File: config.mk
export PLATFORM = sky130hd
export DESIGN_NAME = aggregatingPermutePipeline
export DESIGN_NICKNAME = d
export VERILOG_FILES = /design/src/verilog/permutePkg.sv /design/src/verilog/aggregatingPermutePipeline.sv /design/src/verilog/pcoeffAccumulator.sv /design/src/verilog/freeBitCounter.sv /design/src/verilog/subsetChecker.sv /design/src/verilog/botPermuter.sv /design/src/verilog/syncFifo.sv
export SDC_FILE = /design/constraint.sdc
export NUM_CORES = 2
export LEC_CHECK = 0
export BUFFER_PORTS_ARGS = -buffer_cell sky130_fd_sc_hd__buf_2
export CAP_MARGIN = 15
export CORE_AREA = 5 5 617 619
export CTS_CLUSTER_DIAMETER = 60
export DETAILED_ROUTE_END_ITERATION = 10
export DIE_AREA = 0 0 622 624
export PLACE_DENSITY = 0.73
export SYNTH_ARGS = -nofsm -noshare
export SYNTH_HDL_FRONTEND = slang
export SYNTH_HIERARCHICAL = 1
export SYNTH_MEMORY_MAX_BITS = 65536
export SYNTH_SLANG_ARGS = --single-unit
File: constraint.sdc
create_clock -name clk -period 9.9 [get_ports clk]
set_input_delay 1.98 -clock clk [delete_from_list [all_inputs] [get_ports clk]]
set_output_delay 1.98 -clock clk [all_outputs]
set_load 0.02 [all_outputs]
File: src/verilog/permutePkg.sv
package permutePkg;

    // truth table geometry for 7 variables A..G
    localparam int BOT_WIDTH = 128;
    localparam int CHUNK_WIDTH = 16;
    localparam int CHUNK_COUNT = BOT_WIDTH / CHUNK_WIDTH;
    localparam int CHUNK_POP_WIDTH = $clog2(CHUNK_WIDTH + 1);
    localparam int SUBSET_GROUPS = 16;

    // mask bits 5..0 select ABC, ACB, BAC, BCA, CAB, CBA
    localparam int PERMUTE_COUNT = 6;

    // result widths
    localparam int FREE_COUNT_WIDTH = 8;
    localparam int COUNT_WIDTH = 10;
    localparam int SUM_WIDTH = COUNT_WIDTH + FREE_COUNT_WIDTH;

    // fifo sizing and flow control
    localparam int INPUT_FIFO_DEPTH_LOG2 = 5;
    localparam int SLOW_DOWN_THRESHOLD = 24;
    localparam int RESULTS_FIFO_DEPTH_LOG2 = 4;
    localparam int RESULTS_HEADROOM = 4;

    typedef logic [BOT_WIDTH-1:0] botT;
    typedef logic [PERMUTE_COUNT-1:0] permuteMaskT;

    typedef struct packed {
        botT bot;
        permuteMaskT mask;
        logic batchDone;
    } inputEntryT;

    typedef struct packed {
        logic [SUM_WIDTH-1:0] sum;
        logic [COUNT_WIDTH-1:0] count;
    } resultEntryT;

endpackage
File: src/verilog/aggregatingPermutePipeline.sv
module aggregatingPermutePipeline (
    input logic clk,
    input logic rst,
    input permutePkg::botT top,
    input permutePkg::botT bot,
    input logic writeData,
    input permutePkg::permuteMaskT validBotPermutes,
    input logic batchDone,
    output logic slowDownInput,
    input logic grabResults,
    output logic resultsAvailable,
    output logic [permutePkg::SUM_WIDTH-1:0] pcoeffSum,
    output logic [permutePkg::COUNT_WIDTH-1:0] pcoeffCount
);
    import permutePkg::*;

    inputEntryT inputWrite;
    inputEntryT inputHead;
    logic inputWriteEnable;
    logic inputEmpty;
    logic [INPUT_FIFO_DEPTH_LOG2:0] inputUsedw;

    logic popBot;
    logic permIdle;
    logic permValid;
    logic permLast;
    botT permBot;

    logic checkSubset;
    logic checkValid;
    logic checkLast;
    logic [FREE_COUNT_WIDTH-1:0] checkFree;

    logic accValid;
    resultEntryT resultWrite;
    resultEntryT resultHead;
    logic resultsEmpty;
    logic [RESULTS_FIFO_DEPTH_LOG2:0] resultsUsedw;

    // empty masks carry nothing unless they close a batch
    assign inputWriteEnable = writeData && (|validBotPermutes || batchDone);

    always_comb begin
        inputWrite.bot = bot;
        inputWrite.mask = validBotPermutes;
        inputWrite.batchDone = batchDone;
    end

    always_ff @(posedge clk) begin
        if (rst) begin
            slowDownInput <= 1'b0;
        end else begin
            slowDownInput <= inputUsedw > SLOW_DOWN_THRESHOLD;
        end
    end

    // hold bots back while the results queue lacks room for in-flight batches
    assign popBot = permIdle && !inputEmpty
        && (resultsUsedw <= (2**RESULTS_FIFO_DEPTH_LOG2) - RESULTS_HEADROOM);

    syncFifo #(.payloadT(inputEntryT), .DEPTH_LOG2(INPUT_FIFO_DEPTH_LOG2)) inputFifo (
        .clk(clk),
        .rst(rst),
        .writeEnable(inputWriteEnable),
        .dataIn(inputWrite),
        .readEnable(popBot),
        .dataOut(inputHead),
        .empty(inputEmpty),
        .usedw(inputUsedw)
    );

    botPermuter permuter0 (
        .clk(clk),
        .rst(rst),
        .load(popBot),
        .botIn(inputHead.bot),
        .maskIn(inputHead.mask),
        .lastIn(inputHead.batchDone),
        .idle(permIdle),
        .outValid(permValid),
        .outLast(permLast),
        .outBot(permBot)
    );

    // both checkers see the same item and stay aligned
    subsetChecker subsetCheck0 (
        .clk(clk),
        .rst(rst),
        .top(top),
        .inValid(permValid),
        .inLast(permLast),
        .inBot(permBot),
        .subsetOut(checkSubset),
        .validOut(checkValid),
        .lastOut(checkLast)
    );

    freeBitCounter freeCount0 (
        .clk(clk),
        .rst(rst),
        .top(top),
        .inBot(permBot),
        .freeCount(checkFree)
    );

    pcoeffAccumulator accumulator0 (
        .clk(clk),
        .rst(rst),
        .itemValid(checkValid),
        .itemSubset(checkSubset),
        .itemLast(checkLast),
        .freeCount(checkFree),
        .resultValid(accValid),
        .resultSum(resultWrite.sum),
        .resultCount(resultWrite.count)
    );

    syncFifo #(.payloadT(resultEntryT), .DEPTH_LOG2(RESULTS_FIFO_DEPTH_LOG2)) resultsFifo (
        .clk(clk),
        .rst(rst),
        .writeEnable(accValid),
        .dataIn(resultWrite),
        .readEnable(grabResults),
        .dataOut(resultHead),
        .empty(resultsEmpty),
        .usedw(resultsUsedw)
    );

    assign resultsAvailable = !resultsEmpty;
    assign pcoeffSum = resultHead.sum;
    assign pcoeffCount = resultHead.count;

endmodule

File: src/verilog/pcoeffAccumulator.sv
module pcoeffAccumulator (
    input logic clk,
    input logic rst,
    input logic itemValid,
    input logic itemSubset,
    input logic itemLast,
    input logic [permutePkg::FREE_COUNT_WIDTH-1:0] freeCount,
    output logic resultValid,
    output logic [permutePkg::SUM_WIDTH-1:0] resultSum,
    output logic [permutePkg::COUNT_WIDTH-1:0] resultCount
);
    import permutePkg::*;

    logic [SUM_WIDTH-1:0] sum;
    logic [COUNT_WIDTH-1:0] count;
    logic contributes;
    logic [SUM_WIDTH-1:0] sumNext;
    logic [COUNT_WIDTH-1:0] countNext;

    // only subset items add to the batch
    assign contributes = itemValid && itemSubset;
    assign sumNext = contributes ? sum + SUM_WIDTH'(freeCount) : sum;
    assign countNext = contributes ? count + COUNT_WIDTH'(1) : count;

    always_ff @(posedge clk) begin
        if (rst) begin
            sum <= '0;
            count <= '0;
            resultValid <= 1'b0;
        end else if (itemLast) begin
            // close the batch with the last item included
            sum <= '0;
            count <= '0;
            resultValid <= 1'b1;
        end else begin
            sum <= sumNext;
            count <= countNext;
            resultValid <= 1'b0;
        end
    end

    always_ff @(posedge clk) begin
        if (itemLast) begin
            resultSum <= sumNext;
            resultCount <= countNext;
        end
    end

endmodule

File: src/verilog/freeBitCounter.sv
module freeBitCounter (
    input logic clk,
    input logic rst,
    input permutePkg::botT top,
    input permutePkg::botT inBot,
    output logic [permutePkg::FREE_COUNT_WIDTH-1:0] freeCount
);
    import permutePkg::*;

    botT uncovered;
    logic [CHUNK_POP_WIDTH-1:0] nextPop [CHUNK_COUNT];
    logic [CHUNK_POP_WIDTH-1:0] chunkPop [CHUNK_COUNT];
    logic [FREE_COUNT_WIDTH-1:0] total;

    // top bits left free by the bot
    assign uncovered = top & ~inBot;

    // per-chunk population count
    always_comb begin
        for (int c = 0; c < CHUNK_COUNT; c++) begin
            nextPop[c] = '0;
            for (int b = 0; b < CHUNK_WIDTH; b++) begin
                nextPop[c] = nextPop[c] + CHUNK_POP_WIDTH'(uncovered[c*CHUNK_WIDTH + b]);
            end
        end
    end

    // adder tree over the registered chunk counts
    always_comb begin
        total = '0;
        for (int c = 0; c < CHUNK_COUNT; c++) begin
            total = total + FREE_COUNT_WIDTH'(chunkPop[c]);
        end
    end

    always_ff @(posedge clk) begin
        if (rst) begin
            chunkPop <= '{default: '0};
            freeCount <= '0;
        end else begin
            chunkPop <= nextPop;
            freeCount <= total;
        end
    end

endmodule

File: src/verilog/subsetChecker.sv
module subsetChecker (
    input logic clk,
    input logic rst,
    input permutePkg::botT top,
    input logic inValid,
    input logic inLast,
    input permutePkg::botT inBot,
    output logic subsetOut,
    output logic validOut,
    output logic lastOut
);
    import permutePkg::*;

    botT outside;
    logic [SUBSET_GROUPS-1:0] partialOr;
    logic [SUBSET_GROUPS-1:0] partialOrReg;
    logic validStage1;
    logic lastStage1;

    // bot bits that top does not cover
    assign outside = inBot & ~top;

    always_comb begin
        for (int g = 0; g < SUBSET_GROUPS; g++) begin
            partialOr[g] = |outside[g*(BOT_WIDTH/SUBSET_GROUPS) +: BOT_WIDTH/SUBSET_GROUPS];
        end
    end

    // stage 1 partial ORs, stage 2 final reduction
    always_ff @(posedge clk) begin
        partialOrReg <= partialOr;
        subsetOut <= ~|partialOrReg;
    end

    always_ff @(posedge clk) begin
        if (rst) begin
            validStage1 <= 1'b0;
            lastStage1 <= 1'b0;
            validOut <= 1'b0;
            lastOut <= 1'b0;
        end else begin
            validStage1 <= inValid;
            lastStage1 <= inLast;
            validOut <= validStage1;
            lastOut <= lastStage1;
        end
    end

endmodule

File: src/verilog/botPermuter.sv
module botPermuter (
    input logic clk,
    input logic rst,
    input logic load,
    input permutePkg::botT botIn,
    input permutePkg::permuteMaskT maskIn,
    input logic lastIn,
    output logic idle,
    output logic outValid,
    output logic outLast,
    output permutePkg::botT outBot
);
    import permutePkg::*;

    // reorder the 16-bit chunks with A, B, C at chunk index bits 2, 1, 0
    function automatic botT permuteBot(input botT b, input logic [2:0] sel);
        logic [1:0] posX;
        logic [1:0] posY;
        logic [1:0] posZ;
        logic [2:0] src;
        botT res;
        case (sel)
            3'd5: {posX, posY, posZ} = {2'd2, 2'd1, 2'd0};
            3'd4: {posX, posY, posZ} = {2'd2, 2'd0, 2'd1};
            3'd3: {posX, posY, posZ} = {2'd1, 2'd2, 2'd0};
            3'd2: {posX, posY, posZ} = {2'd1, 2'd0, 2'd2};
            3'd1: {posX, posY, posZ} = {2'd0, 2'd2, 2'd1};
            default: {posX, posY, posZ} = {2'd0, 2'd1, 2'd2};
        endcase
        res = '0;
        for (int o = 0; o < CHUNK_COUNT; o++) begin
            src = '0;
            src[posX] = o[2];
            src[posY] = o[1];
            src[posZ] = o[0];
            res[o*CHUNK_WIDTH +: CHUNK_WIDTH] = b[src*CHUNK_WIDTH +: CHUNK_WIDTH];
        end
        return res;
    endfunction

    botT botReg;
    permuteMaskT remaining;
    logic lastReg;

    botT curBot;
    permuteMaskT curMask;
    permuteMaskT nextMask;
    logic curLast;
    logic [2:0] curSel;
    logic step;

    // a fresh load is handled in the same cycle as its first permutation
    always_comb begin
        curBot = load ? botIn : botReg;
        curMask = load ? maskIn : remaining;
        curLast = load ? lastIn : lastReg;
        curSel = '0;
        for (int k = 0; k < PERMUTE_COUNT; k++) begin
            if (curMask[k]) begin
                curSel = 3'(k);
            end
        end
        nextMask = curMask & ~(permuteMaskT'(1) << curSel);
    end

    assign step = load || (!idle && remaining != '0);

    always_ff @(posedge clk) begin
        if (rst) begin
            idle <= 1'b1;
            outValid <= 1'b0;
            outLast <= 1'b0;
            remaining <= '0;
        end else if (step) begin
            idle <= 1'b0;
            // zero mask with batch end gives a lone last marker
            outValid <= |curMask;
            outLast <= curLast && (nextMask == '0);
            remaining <= nextMask;
        end else begin
            idle <= 1'b1;
            outValid <= 1'b0;
            outLast <= 1'b0;
        end
    end

    always_ff @(posedge clk) begin
        if (load) begin
            botReg <= botIn;
            lastReg <= lastIn;
        end
        if (step) begin
            outBot <= permuteBot(curBot, curSel);
        end
    end

endmodule

File: src/verilog/syncFifo.sv
module syncFifo #(
    parameter type payloadT = logic [7:0],
    parameter int DEPTH_LOG2 = 4
) (
    input logic clk,
    input logic rst,
    input logic writeEnable,
    input payloadT dataIn,
    input logic readEnable,
    output payloadT dataOut,
    output logic empty,
    output logic [DEPTH_LOG2:0] usedw
);

    payloadT mem [2**DEPTH_LOG2];
    logic [DEPTH_LOG2-1:0] writePtr;
    logic [DEPTH_LOG2-1:0] readPtr;
    logic full;
    logic doWrite;
    logic doRead;

    assign empty = (usedw == '0);
    assign full = usedw[DEPTH_LOG2];

    // overflow and underflow requests are dropped
    assign doWrite = writeEnable && !full;
    assign doRead = readEnable && !empty;

    // show-ahead read of the head entry
    assign dataOut = mem[readPtr];

    always_ff @(posedge clk) begin
        if (doWrite) begin
            mem[writePtr] <= dataIn;
        end
    end

    always_ff @(posedge clk) begin
        if (rst) begin
            writePtr <= '0;
            readPtr <= '0;
            usedw <= '0;
        end else begin
            if (doWrite) begin
                writePtr <= writePtr + 1'b1;
            end
            if (doRead) begin
                readPtr <= readPtr + 1'b1;
            end
            // fill level tracks the net change
            case ({doWrite, doRead})
                2'b10: usedw <= usedw + 1'b1;
                2'b01: usedw <= usedw - 1'b1;
                default: usedw <= usedw;
            endcase
        end
    end

endmodule

# After elaboration in Yosys (flattened, before gate mapping)
# Memories as Yosys holds them, arrays and structs flattened. A register that Yosys moved wholly into a read port is not among the register bits.
# Index checks and enable logic that the tools add are counted.
# W data, S select, Z words.
[classes]
magnitude_cmp = 8
n_reduce_logical = 54
addsub = 137
bitwise = 17
n_eq_ne = 9
n_mux = 34
shifts = 8
[op_table]
columns = ["op", "n"]
rows = [
  ["$shiftx A128 B8 Y16", 7],
  ["$add A5 B1 Y5", 112],
  ["$and A128 B128 Y128", 2],
  ["$not A128 Y128", 2],
  ["$mux W128", 1],
  ["$reduce_or A8 Y1", 16],
  ["$add A8 B5 Y8", 6],
  ["$add A18 B8 Y18", 1],
  ["$mux W18", 1],
  ["$add A1 B1 Y2", 8],
  ["$reduce_or A16 Y1", 1],
  ["$reduce_or A2 Y1", 8],
  ["$add A5 B1 Y5 const B", 3],
  ["$logic_and A1 B1 Y1", 13],
  ["$and A3 B3 Y3", 4],
  ["$logic_not A6 Y1", 2],
  ["$mux W3", 4],
  ["$or A3 B3 Y3", 4],
  ["$pmux W2 S2", 3],
  ["$pmux W6 S2", 1],
  ["$reduce_or A6 Y1", 2],
  ["$mux W1", 11],
  ["$add A10 B1 Y10 const B", 1],
  ["$mux W10", 1],
  ["other kinds (30)", 53],
]
[word_totals]
ramBits = 4768
out_inout_bits = 30
register_bits = 422
memories = 2
inputBits = 267
[mem_list]
columns = ["memory", "depth", "word_bits", "rd", "rd_clocked_by_memory_dff", "wr", "line", "source"]
rows = [
  ["inputFifo.mem", 32, 135, 1, 1, 1, "syncFifo.sv:15", "payloadT mem [2**DEPTH_LOG2];"],
  ["resultsFifo.mem", 16, 28, 1, 1, 1, "syncFifo.sv:15", ""],
]

# Logic depth before layout (Yosys ltp)
[depth]
word_depth = 22
mapped_depth = 16

# Cells and area by module
# Netlist, hierarchy kept.
[by_module_without_submodules]
columns = ["module", "seq_area_each_um2", "n_inst", "cells_per_inst", "area_per_inst_um2"]
rows = [
  ["syncFifo (inputFifo)", 130144.8, 1, 7802, 165692.7],
  ["syncFifo (resultsFifo)", 13793.2, 1, 814, 17728.3],
  ["botPermuter", 6606.3, 1, 989, 11548.6],
  ["freeBitCounter", 960.9, 1, 624, 5988.2],
  ["pcoeffAccumulator", 1421.4, 1, 221, 2537.4],
  ["subsetChecker", 420.4, 1, 238, 1480.2],
  ["aggregatingPermutePipeline", 20.0, 1, 11, 77.6],
]

# Worst setup path before layout
# Ideal clock, no wire load.
[synth_path]
path_kind = "input to register"
startpoint = "in validBotPermutes[1]"
endpoint = "mem inputFifo/mem[31][0] in the netlist's numbering, enable pin"
slack_ps = 831
n_path_buf = 1
arrival_ps = 8438
cell_stages = 6
cell_sequence = "nor3_1 > a21boi_1 > nor2b_1 > clkbuf_1 > nand2_1 > nor2_1"
[synth_between]
elab_chain_len = 6
[synth_lines]
columns = ["element", "line", "source"]
rows = [
  ["from (decl)", "aggregatingPermutePipeline.sv:7", "input permutePkg::permuteMaskT validBotPermutes,"],
  ["$reduce_or A6 Y1", "aggregatingPermutePipeline.sv:41", "assign inputWriteEnable = writeData && (|validBotPermutes || batchDone);"],
  ["$logic_or A1 B1 Y1", "aggregatingPermutePipeline.sv:41", ""],
  ["$logic_and A1 B1 Y1", "aggregatingPermutePipeline.sv:41", ""],
  ["via inputWriteEnable", "aggregatingPermutePipeline.sv:19", "logic inputWriteEnable;"],
  ["$logic_and A1 B1 Y1", "syncFifo.sv:26", "assign doWrite = writeEnable && !full;"],
  ["$mux W1", "syncFifo.sv:33", "if (doWrite) begin"],
  ["$mux W1 (implied by the code)", "syncFifo.sv:34", "mem[writePtr] <= dataIn;"],
  ["to (decl)", "syncFifo.sv:15", ""],
]
# The timed path passes the listed nets, and every way through them passes these cells.

==> flow_summary.ini <==
[floorplanning]
die_area_um2 = 388000
num_rows = 225
chipHeight_um = 624
ios = 297
die_x_um = 622
core_area_um2 = 374000
initial_core_util = 0.548

[routing]
final_antenna_net_count = 0
via_per_inst = 6.56
wl_per_cell_um = 33.9
drt-initial-drc-count = 15422
drc_errors = 0
routed_wl_um = 562000
drt_pre_antenna_iters = 9
vias = 108894

[finish]
nets = 11586
multiInputGateArea_um2 = 47700
finish.utilization = 0.610
regArea_um2 = 153000
drive_gt1_frac = 0.256
n_fill_cell = 25746
area_growth_pct = 11.5

[sta]
hold_viol = 0
skew_ps = 48.2
finalSetupViolCount = 0
period_needed_ps = 7100
tightest_slew_ps = 1480
tns_ps = 0
rsz0062_at_grt = false
worst_slack_ps = 2800
relSlewSlack = 0.00841
finalMaxSlewViolations = 0
fmax_mhz = 141
timing.hold.ws_ps = 448
post-route-period-util = 0.717

[power_and_ir_drop]
finalPower_mw = 59.8
internal_power_mw = 41.9
switching_share = 0.299
leakage_nw = 72.6
powerDensity_nw_per_um2 = 261
peakVddDrop_v = 0.000265
p_sw_mw = 17.9
clockPowerShare = 0.321
p_seq_frac = 0.441
p_comb_frac = 0.239

[clock_network]
clk_path_buf_depth = 4
clock_latency_ps = 1060
cts.sinks = 5199
cts_tree = done
post-cts-setup-buffers = 0
htreeDepth = 6
cts-resized-gates = 0
hold_buffers = 0
clkTransAtPathRegs_ps = 60
clock-root-buffer = clkbuf_16
cts_made_buffers = 523

[synth]
ys_async_sr_fraction = 0
syn-num-nets = 11152
synth_area_per_cell_um2 = 19.2
ys_ff_latch = 5199
synth_warnings = 6
synthCells = 10699
synthDistinctLibCells = 94
yosysSeqAreaShare = 0.748
synth_ff_type = edfxtp_1
syn_area_um2 = 205000
synth-edff-count = 4924

[global_route]
grt_overflow_total = 0
grt_pass1_wl_um = 797000
antenna_found_initial = 91
grt_max_degree = 158
grt_usage = 0.286
grt_pass1_vias = 108807

[critical_path]
end_kind = flop
cp-start-kind = flop
critPathKind = reg -> reg
path_max_fanout = 52
cp_data_arrival_time_ps = 7900
worstPathRequired_ps = 10700

[placed_design]
gp_congestion = 0.923
dp_slack_ps = 2800
hpwl_um = 332000
port-buffer-count = 296

[worst_hold_path]
hold_start = permuter0/outValid$_SDFF_PP0_
hp-class = reg -> reg

[run]
cap_violations = 1

[run_status]
violations = max-capacitance violations
outcome = complete, but fails checks
## cell type report
type,instances,share of cell area
flip-flops and latches,5199,0.671
multi-input cells,4578,0.209
clock buffers,695,0.0623
well taps,4994,0.0273
repair buffers,495,0.0146
clock inverters,247,0.00983
inverters,336,0.00554
diodes,46,0.000504
## power by group through the flow
stage | Combinational (mW) | Clock, mW | Sequential, mW
floorplan | 9.72 | 0 | 26.2
global placement | 13.8 | 0 | 26.8
detailed placement | 14.1 | 0 | 26.8
CTS | 14.2 | 19.3 | 26.3
global route | 15.4 | 20.4 | 26.3
finish | 14.3 | 19.2 | 26.3
## layout by cell type (no fill, tap or decap), types with 25 or more instances in the layout
cell type / n
clkinv_2: 62
buf_2: 295
mux2_2: 978
nor2b_1: 88
buf_4: 172
a22oi_1: 398
clkbuf_1: 141
o21ai_0: 62
mux4_2: 652
nand4_1: 126
diode_2: 46
buf_12: 28
dfxtp_1: 270
bufinv_16: 28
o22ai_1: 544
mux2i_1: 265
clkinv_1: 94
a21oi_1: 105
mux2_1: 30
inv_1: 334
nor2_1: 145
nand2_1: 131
xor2_1: 30
nand2b_1: 93
clkbuf_16: 541
fa_1: 105
nor3_1: 28
inv_6: 25
nor2_4: 33
edfxtp_1: 4924
or3_1: 249
ha_1: 81
nand3_1: 76
## logic make-up (layout without fill, tap and decap cells)
logic type                 count (synthesis)  count (layout)  share of synthesized area
and+or+nand+nor                         1110            1110                     0.0298
other                                      0              46                          0
muxes                                   1926            1926                      0.140
xor gates and xnor gates                  51              51                    0.00218
buffers and inverters                    922            1773                     0.0213
AOI/OAI and AO/OA                       1305            1305                     0.0436
DFF                                     5199            5199                      0.748
adders and majority gates                186             186                     0.0152
## path summary, 6_finish.rpt
| path | endpoint | cells after the start | slack [ps] |
|---|---|---|---|
| worst min-delay path | subsetCheck0/validStage1$_SDFF_PP0_ | 1 | 450 |
| worst min register to register | subsetCheck0/validStage1$_SDFF_PP0_ | 1 | 450 |
| worst max-delay path | permuter0/outBot[39]$_DFFE_PN_ | 12 | 2800 |
| worst max register to register | permuter0/outBot[39]$_DFFE_PN_ | 12 | 2800 |
## worst max-delay path: stages (launching register included)
cell and delay, ps:
dfxtp_4 750, buf_4 810, nand2b_4 600, buf_4 500
o22ai_1 280, or3_1 140, nand4_1 360, buf_4 390
o32ai_4 410, buf_4 630, nand3_2 910, o21a_2 600
a221o_1 370
## routing by layer
| layer | routed length [um] | vias up | GRT usage |
|---|---|---|---|
| met5 | 346 | - | 0 |
| met3 | 63700 | 1256 | 0.0648 |
| met2 | 268000 | 6826 | 0.455 |
| li1 | - | 44288 | - |
| met4 | 33300 | 50 | 0.144 |
| met1 | 197000 | 56474 | 0.373 |
## stage by stage
stage | cell area (um^2) | cells
final | 229000 | 16590
after floorplan | 205000 | 10699
after detailed placement | 212000 | 15601
after CTS | 228000 | 16543
after global routing | 228000 | 16561
after global placement | 212000 | 15601
## cells in the mapped netlist, types with 7 or more instances
library cell	n	area, um^2
dfxtp_1	275	5510
o22ai_1	544	3400
nand4_1	126	788
clkbuf_1	168	631
buf_2	284	1420
edfxtp_1	4924	148000
a22oi_1	398	2990
o221ai_1	10	87.6
a32oi_1	15	131
o21ai_1	10	50.1
ha_1	81	1010
a22o_1	18	158
a211oi_1	15	113
or2_2	12	75.1
nand2_1	132	495
and2_1	25	156
and3_1	10	62.6
nand3_1	76	380
buf_1	29	109
or3_1	249	1560
nand2b_1	96	601
mux2i_1	265	2650
inv_1	335	1260
mux2_2	978	11000
buf_6	47	529
mux2_1	30	338
nor2_1	194	728
o21ai_0	62	310
xor2_1	30	263
o211ai_1	8	60.1
a21o_1	16	120
a31oi_1	24	150
mux4_2	652	14700
nor4_1	9	56.3
or4_1	18	135
a221o_1	13	130
a21oi_1	105	526
buf_4	53	398
nor3b_1	7	52.6
nor3_1	32	160
fa_1	105	2100
nor2b_1	93	582
a31o_2	7	61.3
xnor2_1	21	184
## sequential cells by signal, indices dropped and copies added (netlist names), 16 cells and up, named ones only
signal	count
inputFifo/mem	4320
accumulator0/resultSum	18
freeCount0/chunkPop	40
subsetCheck0/partialOrReg	16
accumulator0/sum	18
permuter0/outBot	128
permuter0/botReg	128
resultsFifo/mem	448
Note: power is estimated with default switching activity, not from simulation.
